## src/logic/msdapPkg.sv

```systemverilog
package msdapPkg;

    // serial link
    localparam int WordBits = 16;

    // table and memory sizes
    localparam int NumRj = 16;
    localparam int NumCoeff = 512;
    localparam int NumTaps = 256;

    localparam int RjAddrBits = $clog2(NumRj);
    localparam int CoeffAddrBits = $clog2(NumCoeff);
    localparam int TapAddrBits = $clog2(NumTaps);

    // datapath widths
    localparam int RjBits = 8;
    localparam int AccBits = 24;
    localparam int ResultBits = 40;

    // audio sample, also the raw word off the serial link
    typedef logic signed [WordBits-1:0] sampleT;

    // sign in the top bit, tap index below it
    typedef logic [TapAddrBits:0] coeffT;

    typedef logic [RjBits-1:0] rjT; // coefficients in one group

    typedef logic signed [AccBits-1:0] accT;
    typedef logic signed [ResultBits-1:0] resultT;

    typedef enum logic [1:0] {
        loadRj,
        loadCoeff,
        run
    } phaseT;

endpackage

```

## src/logic/loadBus.sv

```systemverilog
interface loadBus import msdapPkg::*; ();

    sampleT wordL;
    sampleT wordR;

    // write strobes, one cycle each
    logic rjWe;
    logic coeffWe;
    logic sampleWe; // also starts both engines

    logic [CoeffAddrBits-1:0] addr; // rj index sits in the low bits

    modport ctrl (
        output wordL,
        output wordR,
        output rjWe,
        output coeffWe,
        output sampleWe,
        output addr
    );

    modport store (
        input rjWe,
        input coeffWe,
        input sampleWe,
        input addr
    );

endinterface

```

## src/logic/loadControl.sv

```systemverilog
module loadControl import msdapPkg::*; (
    input  logic   clk,
    input  logic   rst,
    input  sampleT wordL,
    input  sampleT wordR,
    input  logic   wordValid,
    input  logic   busy,
    output logic   inReady,
    loadBus.ctrl   ld
);

    phaseT phase;
    logic [CoeffAddrBits-1:0] wordCount;

    logic rjWe;
    logic coeffWe;
    logic sampleWe;

    assign rjWe = wordValid && (phase == loadRj);
    assign coeffWe = wordValid && (phase == loadCoeff);
    assign sampleWe = wordValid && (phase == run);

    assign ld.wordL = wordL;
    assign ld.wordR = wordR;
    assign ld.rjWe = rjWe;
    assign ld.coeffWe = coeffWe;
    assign ld.sampleWe = sampleWe;
    assign ld.addr = wordCount;

    // low from the sample strobe through the done cycle
    assign inReady = !(sampleWe || busy);

    always_ff @(posedge clk or posedge rst) begin
        if (rst) begin
            phase <= loadRj;
            wordCount <= '0;
        end else if (wordValid) begin
            case (phase)
                loadRj: begin
                    if (wordCount == CoeffAddrBits'(NumRj - 1)) begin
                        phase <= loadCoeff;
                        wordCount <= '0;
                    end else begin
                        wordCount <= wordCount + 1'b1;
                    end
                end
                loadCoeff: begin
                    wordCount <= wordCount + 1'b1; // wraps to 0 on the last one
                    if (wordCount == CoeffAddrBits'(NumCoeff - 1)) begin
                        phase <= run;
                    end
                end
                default: wordCount <= '0; // samples carry no address
            endcase
        end
    end

    assert property (@(posedge clk) disable iff (rst) $onehot0({rjWe, coeffWe, sampleWe}))
        else $error("more than one load strobe active");

endmodule

```

## src/flat_wrapper.sv

```systemverilog
// flat-port wrapper written by rule: the top's interface ports become plain ports
module loadControl_flat import msdapPkg::*;
  (clk, rst, wordL, wordR, wordValid, busy, inReady, ld_wordL, ld_wordR, ld_rjWe, ld_coeffWe, ld_sampleWe, ld_addr);
  loadBus ld_i ();
  input  logic clk;
  input  logic rst;
  input  sampleT wordL;
  input  sampleT wordR;
  input  logic wordValid;
  input  logic busy;
  output logic inReady;
  output wire logic [$bits(ld_i.wordL)-1:0] ld_wordL;
  output wire logic [$bits(ld_i.wordR)-1:0] ld_wordR;
  output wire logic [$bits(ld_i.rjWe)-1:0] ld_rjWe;
  output wire logic [$bits(ld_i.coeffWe)-1:0] ld_coeffWe;
  output wire logic [$bits(ld_i.sampleWe)-1:0] ld_sampleWe;
  output wire logic [$bits(ld_i.addr)-1:0] ld_addr;
  assign ld_wordL = ld_i.wordL;
  assign ld_wordR = ld_i.wordR;
  assign ld_rjWe = ld_i.rjWe;
  assign ld_coeffWe = ld_i.coeffWe;
  assign ld_sampleWe = ld_i.sampleWe;
  assign ld_addr = ld_i.addr;
  loadControl u_core (.clk(clk), .rst(rst), .wordL(wordL), .wordR(wordR), .wordValid(wordValid), .busy(busy), .inReady(inReady), .ld(ld_i));
endmodule
```

## config.mk

```make
export PLATFORM = sky130hd
export DESIGN_NAME = loadControl_flat
export DESIGN_NICKNAME = d
export VERILOG_FILES = /design/src/logic/msdapPkg.sv /design/src/logic/loadBus.sv /design/src/logic/loadControl.sv /design/src/flat_wrapper.sv
export SDC_FILE = /design/constraint.sdc
export NUM_CORES = 1
export LEC_CHECK = 0
export ABC_AREA = 1
export BUFFER_PORTS_ARGS = -buffer_cell sky130_fd_sc_hd__buf_2
export CAP_MARGIN = 20
export CORE_MARGIN = 10
export CORE_UTILIZATION = 40
export DETAILED_ROUTE_END_ITERATION = 8
export PLACE_DENSITY = 0.83
export SLEW_MARGIN = 25
export SYNTH_ARGS = -nofsm -noshare
export SYNTH_HDL_FRONTEND = slang
export SYNTH_SLANG_ARGS = --single-unit
```

## constraint.sdc

```tcl
create_clock -name clk -period 3.6 [get_ports clk]
set_input_delay 0.72 -clock clk [delete_from_list [all_inputs] [get_ports clk]]
set_output_delay 0.72 -clock clk [all_outputs]
set_load 0.01 [all_outputs]
```

Word level (Yosys, flattened, before mapping):

Cells that the tools add are included.

* input bits: 36
* output and inout port bits: 45
* bits in registers: 11
* logic and storage cells: 22

* multiplexer cells: 5
* reduce and logical (&&, ||, !) cells: 8
* add/sub/neg operators: 1
* equality and inequality tests: 6

Operator list (count)
* $pmux 9 s2: 1
* $add 9x1->9 const B: 1
* $eq 9x4->1 const B: 1
* $eq 9x9->1 const B: 1
* $mux 9: 1
* $mux 2: 2
* $ne 2x2->1 const B: 2
* $pmux 2 s2: 1
* $reduce_and 4->1: 1
* $logic_and 1x1->1: 3
* $eq 2x1->1 const B: 1
* $eq 2x2->1 const B: 1
* $logic_not 2->1: 1
* $reduce_bool 2->1: 1
* $logic_not 1->1: 1
* $logic_or 1x1->1: 1

Depth between registers and ports, before layout:

Gate-level depths: netlist (run 1).

* word-level depth: 4
* gate-level depth with buffers: 7
* gate-level depth less buffers: 7

Least setup slack after synthesis (run 1):

OpenSTA, ideal clock, no wires.

* path type: input to output
* start: input port wordValid
* end: output port inReady
* required time: 2.880 ns
* data arrival time: 1.337 ns
* slack: 1.543 ns
* path buffers: 1
* cell stages on the path: 5
* cells stage by stage: buf_6 nand2_1 nor2_1 or2_2 inv_1

* longest elaborated chain between the ends: 3

RTL lines
* start, declared: RTL line flat_wrapper.sv:9 `input logic wordValid;`
* $logic_and 1x1->1: RTL line loadControl.sv:21 `assign sampleWe = wordValid && (phase == run);`
* via ld_sampleWe: RTL line flat_wrapper.sv:16 `output wire logic [$bits(ld_i.sampleWe)-1:0] ld_sampleWe;`
* $logic_or 1x1->1: RTL line loadControl.sv:31 `assign inReady = !(sampleWe || busy);`
* $logic_not 1->1: RTL line loadControl.sv:31
* end, declared: RTL line flat_wrapper.sv:11 `output logic inReady;`

The timed path passes the listed nets, and every way through them passes these cells.

Final worst setup path (run 1):

* start: input port wordValid
* end: output port inReady

* longest elaborated chain between the ends: 3

RTL lines (RTL line)
* $logic_and 1x1->1: loadControl.sv:21
* $logic_or 1x1->1: loadControl.sv:31
* $logic_not 1->1: loadControl.sv:31

Every way passes these cells.

==> metrics.md, run 1 <==
| Metric | Value |
|---|---|
| Crit-path leading delay family | simple AND/OR/NAND/NOR gates |
| Post-cts resize count | 0 |
| Period minus WS final | 2267 ps |
| Int Pwr | roughly 330 uW |
| Most used flip-flop cell after synthesis | dfrtp_1 |
| Yosys top cell area share | between 20 and 30% |
| Nets | approximately 150 |
| Max FO, Critical Path | 16 |
| Achievable frequency | 0.4410 GHz |
| Unrepaired setup endpoints after global routing | no |
| Most frequent CP cell | buf_2 |
| Combinational share of power | roughly 47% |
| Area grow syn2layout | -12.28% |
| Sequential share of the synthesized area | 29.37% |
| First-pass GRT wire length | a little under 3 mm |
| DR pass1 iterations | 4 |
| EDFF count, synth | 0 |
| Clock sink total | 11 |
| WL/cell | about 14 um |
| Core footprint | 0.002212 mm^2 |
| Slowest-stage cell, CP | or2_2 |
| Via/cell ratio | between 5 and 6 |
| Total power | ~630 uW |
| Worst setup SP type | primary input |
| Synthesized cell area | approximately 940 um^2 |
| Switching part of the total | between 40% and 50% |
| Pleak | between 0.4 and 0.5 nW |
| DP HPWL | ~1.4 mm |
| Critical Path RT | 2880 ps |
| Layout cells sized above 1 | 26.85% |
| Vias in the first global route | 681 |
| Pwr/cell area | roughly 770 mW/mm^2 |
| Part of the power in registers | approximately 39% |
| Die Ht | 68.41 um |
| Critical path endpoint category | output pin |
| Fin crit share | 62.98% |
| Clock transition at path regs | about 80 ps |
| Antenna cells | 0 |
| Hold_buf cts | 0 |
| Endpoints failing setup | 0 |
| Worst min-delay path class | primary input to asynchronous set/reset pin |
| Max Buffers Root-to-Sink | 2 |
| TritonCTS clock tree | built |
| Initial Utilization | 42.36% |
| Die Wd | roughly 70 um |
| Synth Instances | about 120 |
| Clock power frac | between 10% and 20% |
| Clk root buf | clkbuf_4 |
| Drc violations | 0 |
| Fillcell total | roughly 240 |
| Final Skew | 8.767 ps |
| Buffers on Ports | 16 |
| Remaining antenna violation count | 0 |
| Dominant cells by area after synthesis | dfrtp_1 (29%), buf_4 (26%), nand2_1 (7.6%), inv_1 (6.0%), nand3_1 (3.7%) |
| Syn Area/Cell | ~7.7 um^2 |
| Placer Congestion | between 0.8 and 0.9 |
| CTS Buf Count | 3 |
| Worst Max-Slew Pin Slew | ~450 ps |
| Clk Latency, worst-skew pair | roughly 280 ps |
| #FFs+latches synth | 11 |
| Remaining global-route overflow | 0 |
| Final hold violations | 0 |
| Peak supply drop | ~0.35 mV |
| Worst path bufs/invs | 3 |
| Critical Path Max Stage Delay | about 260 ps |
| Die outline area | 0.004679 mm^2 |
| Row count | 17 |
| Netlist cell types | 25 |
| Ys async rst share | 100.0% |
| Vias | between 600 and 700 |
| Rel. slew slack | a little over two thirds |
| Kind of critical path | primary input to output pin |
| Crit path cell chain | buf_2 -> nand2_1 -> nor2_1 -> or2_2 -> inv_1 -> buf_2 |
| Syn_nets | 160 |
| Max Cap Viol | 0 |
| Setup TNS | 0 ps |
| Setup Fix Bufs, Post-CTS | 0 |
| I/O pin count | between 80 and 90 |
| Ys Warns | 0 |
| Final WL | 1.840 mm |
| Initial antenna violation count | 0 |
| Arrival @ worst endpoint | 1550 ps |
| NetSw | between 200 and 300 uW |
| Largest net degree at the start of global routing | 17 |
| Total GRT Usage | 8.216% |
| Status | completed |
| Starting DRT DRC Count | 35 |
| Yosys top cell by area | dfrtp_1 |
| CTS H-tree lvls | 1 |
| Slew Limit Fails | 0 |
-- cell families after synthesis --
| logic type | after synthesis | share of synthesized area (%) |
|---|---|---|
| simple gates | 47 | 26.04 |
| fa+ha+maj | 2 | 2.670 |
| compound gates | 10 | 5.741 |
| buf+inv | 50 | 34.31 |
| flops | 11 | 29.37 |
| xor+xnor | 2 | 1.870 |
-- routing by layer --
| metal | GRT usage (%) | wire [um] |
|---|---|---|
| met1 | 8.178 | 725 |
| met2 | 11.87 | 802 |
| met3 | 4.405 | 225 |
| met4 | 8.040 | 87 |
| met5 | 0 | 0 |
-- power groups by stage --
| stage | sequential [mW] | combinational (mW) | clock [mW] |
|---|---|---|---|
| detailed placement | 0.249 | 0.297 | 0 |
| finish | 0.246 | 0.297 | 0.0900 |
| global route | 0.258 | 0.338 | 0.0961 |
| global placement | 0.244 | 0.291 | 0 |
| CTS | 0.245 | 0.301 | 0.0915 |
| floorplan | 0.260 | 0.214 | 0 |
-- final cells by class --
class,instances,area (um^2),share of cell area [%]
multi-input cells,61,340.3,41.40
flip-flops and latches,11,275.3,33.49
repair buffers,16,80.08,9.741
inverters,16,65.06,7.915
well taps,28,35.03,4.262
clock buffers,4,26.28,3.196
-- layout by cell type (no fill, tap or decap), types with 2 or more instances in the layout --
cell type  netlist  layout
nand2_1         19      19
buf_2            1      16
xor2_1           2       2
a21oi_1          6       6
dfrtp_1         11      11
inv_1           15      15
clkbuf_4         0       3
or2_2            2       2
nand3_1          7       7
o21ai_0          2       2
ha_1             2       2
nand4_1          3       3
nor2_1           7       7
nor3_1           2       2
-- synthesized netlist by cell type, types with 2 or more instances --
cell type,number
inv_1,15
or2_2,2
ha_1,2
nor3_1,2
xor2_1,2
buf_4,32
o21ai_0,2
nor2_1,7
nand3_1,7
dfrtp_1,11
nand2_1,19
a21oi_1,6
nand4_1,3
-- per-stage QoR --
| stage | instance area [um^2] | hold WS (ps) | setup WS [ps] | cells | util, % |
|---|---|---|---|---|---|
| 2_1_floorplan | 937.1 | 529.4 | 1543 | 122 | - |
| 3_3_place_gp | 795.8 | 544.9 | 1356 | 132 | 35.97 |
| 3_5_place_dp | 795.8 | 555.0 | 1335 | 132 | 35.97 |
| 4_1_cts | 822.0 | 443.6 | 1337 | 136 | 37.16 |
| 5_1_grt | 822.0 | 451.5 | 1265 | 136 | 37.16 |
| 6_report | 822.0 | 427.7 | 1333 | 136 | 37.16 |
-- worst register-to-register path, delay by kind of cell, from the launching register on --
kind / cells / cell delay (ps)
adders and majority gates: 2 / 440
and+or+nand+nor: 4 / 660
DFF: 1 / 430
-- flip-flops by register name, indices dropped and copies added, names as in the netlist --
register        flops
u_core.phase        2
u_core.ld.addr      9
-- path summary, 6_finish.rpt --
check | from | to | slack, ps | cells past startpoint
min in group clk | u_core.ld.addr[1] | u_core.ld.addr[1] | 580 | 2
max in group asynchronous | rst | u_core.ld.addr[7] | 2850 | 2
worst min register to register | u_core.ld.addr[1] | u_core.ld.addr[1] | 580 | 2
worst max register to register | u_core.ld.addr[0] | u_core.phase[1] | 1960 | 6
worst min-delay path | rst | u_core.ld.addr[6] | 430 | 2
worst max-delay path | wordValid | inReady | 1330 | 6
No activity file was read; power rests on OpenSTA's default activity.
==> run 2: changes to the inputs <==
--- a/config.mk
+++ b/config.mk
@@ -9,9 +9,9 @@
 export BUFFER_PORTS_ARGS = -buffer_cell sky130_fd_sc_hd__buf_2
 export CAP_MARGIN = 20
 export CORE_MARGIN = 10
-export CORE_UTILIZATION = 40
+export CORE_UTILIZATION = 34
 export DETAILED_ROUTE_END_ITERATION = 8
-export PLACE_DENSITY = 0.83
+export PLACE_DENSITY = 0.75
 export SLEW_MARGIN = 25
 export SYNTH_ARGS = -nofsm -noshare
 export SYNTH_HDL_FRONTEND = slang
==> constraint.sdc (replaced) <==
create_clock -name clk -period 1.9 [get_ports clk]
set_input_delay 0.38 -clock clk [delete_from_list [all_inputs] [get_ports clk]]
set_output_delay 0.38 -clock clk [all_outputs]
set_load 0.01 [all_outputs]
==> run 2 against run 1 <==
Compared with the run above: clock skew grew 6.5 ps; largest cell class unchanged; setup slack lost 1100 ps; die area grew 12%; worst hold slack lost 340 ps; wire length grew 4.8%; count of clock-buffer cells in the layout shrank 1; via count shrank 2.3%; sequential share of layout area shrank 0.15 points.
==> metrics.md, run 2 (synthesized netlist as in run 1, its figures left out) <==
| Metric | Value |
|---|---|
| Setup TNS | 0 ps (unchanged) |
| Crit path depth | 5 (was 6) |
| Remaining global-route overflow | 0 (unchanged) |
| Most frequent CP cell | inv_1 (was buf_2) |
| Vias | 667 (was 683) |
| Area grow syn2layout | -11.88% (was -12.28%) |
| I/O pin count | 81 (unchanged) |
| Buffers on Ports | 16 (unchanged) |
| Worst path bufs/invs | 3 (unchanged) |
| Clk Latency, worst-skew pair | 280 ps (about the same) |
| Layout cells sized above 1 | 27.78% (was 26.85%) |
| Total GRT Usage | 7.277% (was 8.216%) |
| DR pass1 iterations | 4 (unchanged) |
| WL met1 | 736 um (was 725 um) |
| Switching part of the total | 47.30% (was 47.41%) |
| Remaining antenna violation count | 0 (unchanged) |
| Placer Congestion | 0.7622 (was 0.8270) |
| Period minus WS final | around 1700 ps |
| Reg2reg path depth | 6 (unchanged) |
| Clock sink total | 11 (unchanged) |
| Fillcell total | 285 (was 242) |
| NetSw | 562.1 uW (was 299.9 uW) |
| Crit path cell chain | inv_1 -> nor2_1 -> or2_2 -> inv_1 -> buf_2 (was buf_2 -> nand2_1 -> nor2_1 -> or2_2 -> inv_1 -> buf_2) |
| Core footprint | 0.002545 mm^2 (was 0.002212 mm^2) |
| Most frequent cells in the layout | nand2_1 (19), buf_2 (16), inv_1 (15) (unchanged) |
| Worst Setup SP | u_core.phase[1] (was wordValid) |
| Initial Utilization | 36.82% (was 42.36%) |
| Worst Max-Slew Pin Slew | 440.5 ps (was 453.0 ps) |
| Top layer in use | met4 (unchanged) |
| Via/cell ratio | 4.833 (was 5.022) |
| Setup Fix Bufs, Post-CTS | 0 (unchanged) |
| Critical Path RT | 1520 ps (was 2880 ps) |
| Clock transition at path regs | 80 ps (about the same) |
| Drc violations | 0 (unchanged) |
| Worst setup SP type | register (was primary input) |
| Nets | 147 (unchanged) |
| TritonCTS clock tree | built (unchanged) |
| Total power | 1.188 mW (was 632.6 uW) |
| Unrepaired setup endpoints after global routing | no (unchanged) |
| Row count | 18 (was 17) |
| Kind of critical path | register to output pin (was primary input to output pin) |
| Largest net degree at the start of global routing | 17 (unchanged) |
| Critical Path Max Stage Delay | 430 ps (was 260 ps) |
| Arrival @ worst endpoint | 1320 ps (was 1550 ps) |
| Crit-path leading delay family | flip-flops (was simple AND/OR/NAND/NOR gates) |
| Worst min-delay path class | primary input to asynchronous set/reset pin (unchanged) |
| Pleak | 0.4665 nW (was 0.4637 nW) |
| Die Ht | 72.50 um (was 68.41 um) |
| Met3 Wirelength | 229 um (was 225 um) |
| CTS H-tree lvls | 1 (unchanged) |
| Combinational share of power | 46.8% (was 47.0%) |
| Commonest non-fill, non-tap cell in the layout | nand2_1 (unchanged) |
| Vias in the first global route | 682 (was 681) |
| Register area | 275.3 um^2 (unchanged) |
| Achievable frequency | 0.5876 GHz |
| Rel. slew slack | 70.60% (was 69.77%) |
| Fin crit share | ~90% |
| Post-cts resize count | 0 (unchanged) |
| Endpoints failing setup | 0 (unchanged) |
| Max Cap Viol | 0 (unchanged) |
| DP HPWL | 1.550 mm (was 1.389 mm) |
| Footprint of the multi-input gates | 340.3 um^2 (unchanged) |
| Max FO, Critical Path | 5 (was 16) |
| First-pass GRT wire length | 3.146 mm (was 2.918 mm) |
| Antenna cells | 0 (unchanged) |
| WL/cell | 13.98 um (was 13.53 um) |
| Starting DRT DRC Count | 5 (was 35) |
| Max Buffers Root-to-Sink | 2 (unchanged) |
| Critical Path End | inReady (unchanged) |
| Critical path endpoint category | output pin (unchanged) |
| Slew Limit Fails | 0 (unchanged) |
| Reg2reg end | u_core.phase[1] (unchanged) |
| Met2 Wirelength | 951 um (was 802 um) |
| Die outline area | 0.005256 mm^2 (was 0.004679 mm^2) |
| Peak supply drop | 0.8368 mV (was 0.3492 mV) |
| Max reg flops | 9 (unchanged) |
| Worst r2r src | u_core.ld.addr[0] (unchanged) |
| Final WL | 1.929 mm (was 1.840 mm) |
| Core Util, Final | 32.45% (was 37.16%) |
| Part of the power in registers | 39.7% (was 38.8%) |
| Pwr/cell area | 1439 mW/mm^2 (was 769.6 mW/mm^2) |
| Final Skew | 15.25 ps (was 8.767 ps) |
| Slowest-stage cell, CP | dfrtp_1 (was or2_2) |
| Die Wd | 72.50 um (was 68.41 um) |
| Status | completed (unchanged) |
| Clk root buf | clkbuf_4 (unchanged) |
| Clock power frac | 13.5% (was 14.2%) |
| Worst reg2reg setup slack | 230 ps (was 1960 ps) |
| Int Pwr | 626.3 uW (was 332.7 uW) |
| CTS Buf Count | 3 (unchanged) |
| Hold_buf cts | 0 (unchanged) |
| Initial antenna violation count | 0 (unchanged) |
| Final hold violations | 0 (unchanged) |
## run 2: metal layers
metal  track usage (%)  up-vias
met5                 0        -
met4             1.477        0
met3             4.626        2
met2             11.95       41
met1             7.746      301
li1                  -      323
## run 2: area by class of cell
class | count | share of cell area (%)
Inverter | 16 | 7.879
Timing Repair Buffer | 16 | 9.697
Tap cell | 30 | 4.545
Multi-Input combinational cell | 61 | 41.21
Clock buffer | 3 | 2.727
Clock inverter | 1 | 0.6061
Sequential cell | 11 | 33.33
## run 2: worst min-delay path by stage
stage               from                 to  slack (ps)  depth (start not counted)
global placement     rst  u_core.ld.addr[6]         390                          2
global route         rst  u_core.ld.addr[4]         110                          2
finish               rst  u_core.ld.addr[3]          90                          2
CTS                  rst  u_core.ld.addr[4]         100                          2
floorplan            rst  u_core.ld.addr[0]         230                          1
detailed placement   rst  u_core.ld.addr[6]         400                          2
## run 2: per-stage QoR
step                setup slack, ps  cell area (um^2)  hold WS, ps  instances
detailed placement            273.3             798.3        400.3        134
global placement              326.0             798.3        394.1        134
finish                        198.2             825.8        87.13        138
global route                  85.55             825.8        112.7        138
floorplan                     304.2             937.1        232.4        122
CTS                           187.6             825.8        98.64        138
## run 2: power by group through the flow
| stage | logic (mW) | clock network [mW] | registers, mW |
|---|---|---|---|
| detailed placement | 0.565 | 0 | 0.475 |
| CTS | 0.569 | 0.165 | 0.471 |
| global placement | 0.555 | 0 | 0.465 |
| finish | 0.556 | 0.161 | 0.472 |
| floorplan | 0.406 | 0 | 0.492 |
| global route | 0.634 | 0.182 | 0.492 |
==> run 3: changes to the inputs <==
--- a/config.mk
+++ b/config.mk
@@ -8,10 +8,12 @@
 export ABC_AREA = 1
 export BUFFER_PORTS_ARGS = -buffer_cell sky130_fd_sc_hd__buf_2
 export CAP_MARGIN = 20
+export CELL_PAD_IN_SITES_DETAIL_PLACEMENT = 0
+export CELL_PAD_IN_SITES_GLOBAL_PLACEMENT = 1
 export CORE_MARGIN = 10
-export CORE_UTILIZATION = 34
+export CORE_UTILIZATION = 26
 export DETAILED_ROUTE_END_ITERATION = 8
-export PLACE_DENSITY = 0.75
+export PLACE_DENSITY = 0.83
 export SLEW_MARGIN = 25
 export SYNTH_ARGS = -nofsm -noshare
 export SYNTH_HDL_FRONTEND = slang
==> constraint.sdc (replaced) <==
create_clock -name clk -period 2.1 [get_ports clk]
set_input_delay 0.42 -clock clk [delete_from_list [all_inputs] [get_ports clk]]
set_output_delay 0.42 -clock clk [all_outputs]
set_load 0.01 [all_outputs]
==> run 3 against run 2 <==
Compared with the run above: register-to-register slack better by 260 ps; via count rose by 1.2%; first-iteration DRC count is 100% higher; die area up 22%; worst hold slack improved by 48 ps; design area increased by 2.3%; global-route usage is 1.2 points lower; cell count is 12% higher; critical path type unchanged; critical endpoint unchanged.
==> metrics.md, run 3 (synthesized netlist as in run 1, its figures left out) <==
| Metric | Value |
|---|---|
| Worst min-delay path class | primary input to asynchronous set/reset pin (unchanged) |
| Post-cts resize count | 0 (unchanged) |
| Via/cell ratio | 4.383 (was 4.833) |
| Remaining global-route overflow | 0 (unchanged) |
| Critical Path Max Stage Delay | 430 ps (about the same) |
| M3 GR Usage | 4.279% (was 4.626%) |
| Vias | 675 (was 667) |
| First-pass GRT wire length | 3.187 mm (was 3.146 mm) |
| Endpoints failing setup | 0 (unchanged) |
| CTS H-tree lvls | 1 (unchanged) |
| Max Cap Viol | 0 (unchanged) |
| Rel. slew slack | 71.11% (was 70.60%) |
| Nets | 147 (unchanged) |
| Fillcell total | 404 (was 285) |
| Status | completed (unchanged) |
| Peak supply drop | 0.3690 mV (was 0.8368 mV) |
| Max FO, Critical Path | 5 (unchanged) |
| Place WS | 449.0 ps (was 273.3 ps) |
| Hold_buf cts | 0 (unchanged) |
| Most frequent CP cell | inv_1 (unchanged) |
| M2 GR Usage | 10.51% (was 11.95%) |
| Die Ht | 80.04 um (was 72.50 um) |
| Layout cells sized above 1 | 26.85% (was 27.78%) |
| Slew Limit Fails | 0 (unchanged) |
| Clk root buf | clkbuf_4 (unchanged) |
| I/O pin count | 81 (unchanged) |
| Remaining antenna violation count | 0 (unchanged) |
| Footprint of the multi-input gates | 340.3 um^2 (unchanged) |
| Kind of critical path | register to output pin (unchanged) |
| Critical path endpoint category | output pin (unchanged) |
| Die Wd | 80.04 um (was 72.50 um) |
| Setup TNS | 0 ps (unchanged) |
| Initial Utilization | 27.44% (was 36.82%) |
| Commonest non-fill, non-tap cell in the layout | nand2_1 (unchanged) |
| Critical Path RT | 1680 ps (was 1520 ps) |
| Final WL | 1.926 mm (was 1.929 mm) |
| Die outline area | 0.006406 mm^2 (was 0.005256 mm^2) |
| Most frequent cells in the layout | nand2_1 (19), buf_2 (16), inv_1 (15) (unchanged) |
| Met1 Use GR | 5.637% (was 7.746%) |
| Clock sink total | 11 (unchanged) |
| Unrepaired setup endpoints after global routing | no (unchanged) |
| Slowest-stage cell, CP | dfrtp_1 (unchanged) |
| Fin crit share | between 80 and 90% |
| Row count | 21 (was 18) |
| WL/cell | 12.51 um (was 13.98 um) |
| Placed inst area | 818.3 um^2 (was 798.3 um^2) |
| Antenna cells | 0 (unchanged) |
| Worst Max-Slew Pin Slew | 432.9 ps (was 440.5 ps) |
| Period minus WS final | about 1700 ps |
| Pwr/cell area | 1264 mW/mm^2 (was 1439 mW/mm^2) |
| Largest net degree at the start of global routing | 17 (unchanged) |
| Core footprint | 0.003416 mm^2 (was 0.002545 mm^2) |
| Clock transition at path regs | 70 ps (was 80 ps) |
| Placer Congestion | 0.7981 (was 0.7622) |
| Achievable frequency | around 0.57 GHz |
| Crit path cell chain | inv_1 -> nor2_1 -> or2_2 -> inv_1 -> buf_2 (unchanged) |
| Max reg flops | 9 (unchanged) |
| CTS Buf Count | 3 (unchanged) |
| DP HPWL | 1.576 mm (was 1.550 mm) |
| Register area | 275.3 um^2 (unchanged) |
| Starting DRT DRC Count | 10 (was 5) |
| Buffers on Ports | 16 (unchanged) |
| Vias in the first global route | 628 (was 682) |
| Total GRT Usage | 6.115% (was 7.277%) |
| Post-route cell area | 844.6 um^2 (was 825.8 um^2) |
| Global route hottest layer | met2 (unchanged) |
| Area grow syn2layout | -9.880% (was -11.88%) |
| Final hold violations | 0 (unchanged) |
| DR pass1 iterations | 4 (unchanged) |
| Setup Fix Bufs, Post-CTS | 0 (unchanged) |
| Core Util, Final | 24.73% (was 32.45%) |
| Initial antenna violation count | 0 (unchanged) |
| Clk Latency, worst-skew pair | 270 ps (was 280 ps) |
| Pleak | 0.4637 nW (was 0.4665 nW) |
| Setup slack after layout | 359.4 ps (was 198.2 ps) |
| Drc violations | 0 (unchanged) |
| Arrival @ worst endpoint | 1320 ps (about the same) |
| Worst setup SP type | register (unchanged) |
| Final Skew | 4.278 ps (was 15.25 ps) |
| TritonCTS clock tree | built (unchanged) |
| Max Buffers Root-to-Sink | 2 (unchanged) |
run 3: cell count changes in the layout (fill, tap and decap cells not counted), sizes merged:
| cell | before | now |
|---|---|---|
| clkinv | 1 | 0 |
| clkbuf | 3 | 4 |
run 3: area by class of cell:
class / count / share of cell area, %
repair buffers: 16 / 9.481
clock buffers: 4 / 3.111
multi-input cells: 61 / 40.30
inverters: 16 / 7.704
flip-flops and latches: 11 / 32.59
well taps: 46 / 6.815
run 3: through the flow:
stage	std cells	hold slack [ps]	total power, mW
floorplan	122	272.4	0.8127
global placement	150	441.5	0.9410
detailed placement	150	447.2	0.9423
CTS	154	154.5	1.091
global route	154	163.7	1.192
finish	154	135.2	1.067
run 3: where the power goes:
group / total, mW / leakage (nW) / switching, mW / internal, mW
combinational: 0.501 / 0.319 / 0.312 / 0.190
sequential: 0.424 / 0.130 / 0.117 / 0.307
clock: 0.142 / 0.0150 / 0.0688 / 0.0735
total: 1.07 / 0.464 / 0.498 / 0.570
run 3: worst max-delay path, delay by kind of cell, from the launching register on:
family	cells	cell delay [ps]
DFF	1	430
and+or+nand+nor	2	320
buffers and inverters	3	300
run 3: worst paths after layout:
path / end / slack [ps] / cells past startpoint / startpoint
worst max register to register: u_core.phase[1] / 490 / 6 / u_core.ld.addr[0]
worst max-delay path: inReady / 360 / 5 / u_core.phase[1]
max in group asynchronous: u_core.ld.addr[1] / 1660 / 2 / rst
worst min register to register: u_core.ld.addr[1] / 560 / 2 / u_core.ld.addr[1]
worst min-delay path: u_core.phase[1] / 140 / 2 / rst
min in group clk: u_core.ld.addr[6] / 560 / 2 / wordValid
run 3: metal layers:
layer  share of wire, %  up-vias
li1                   -      319
met5                  0        -
met3                 13        6
met1                 36      316
met4               0.73        0
met2                 50       34
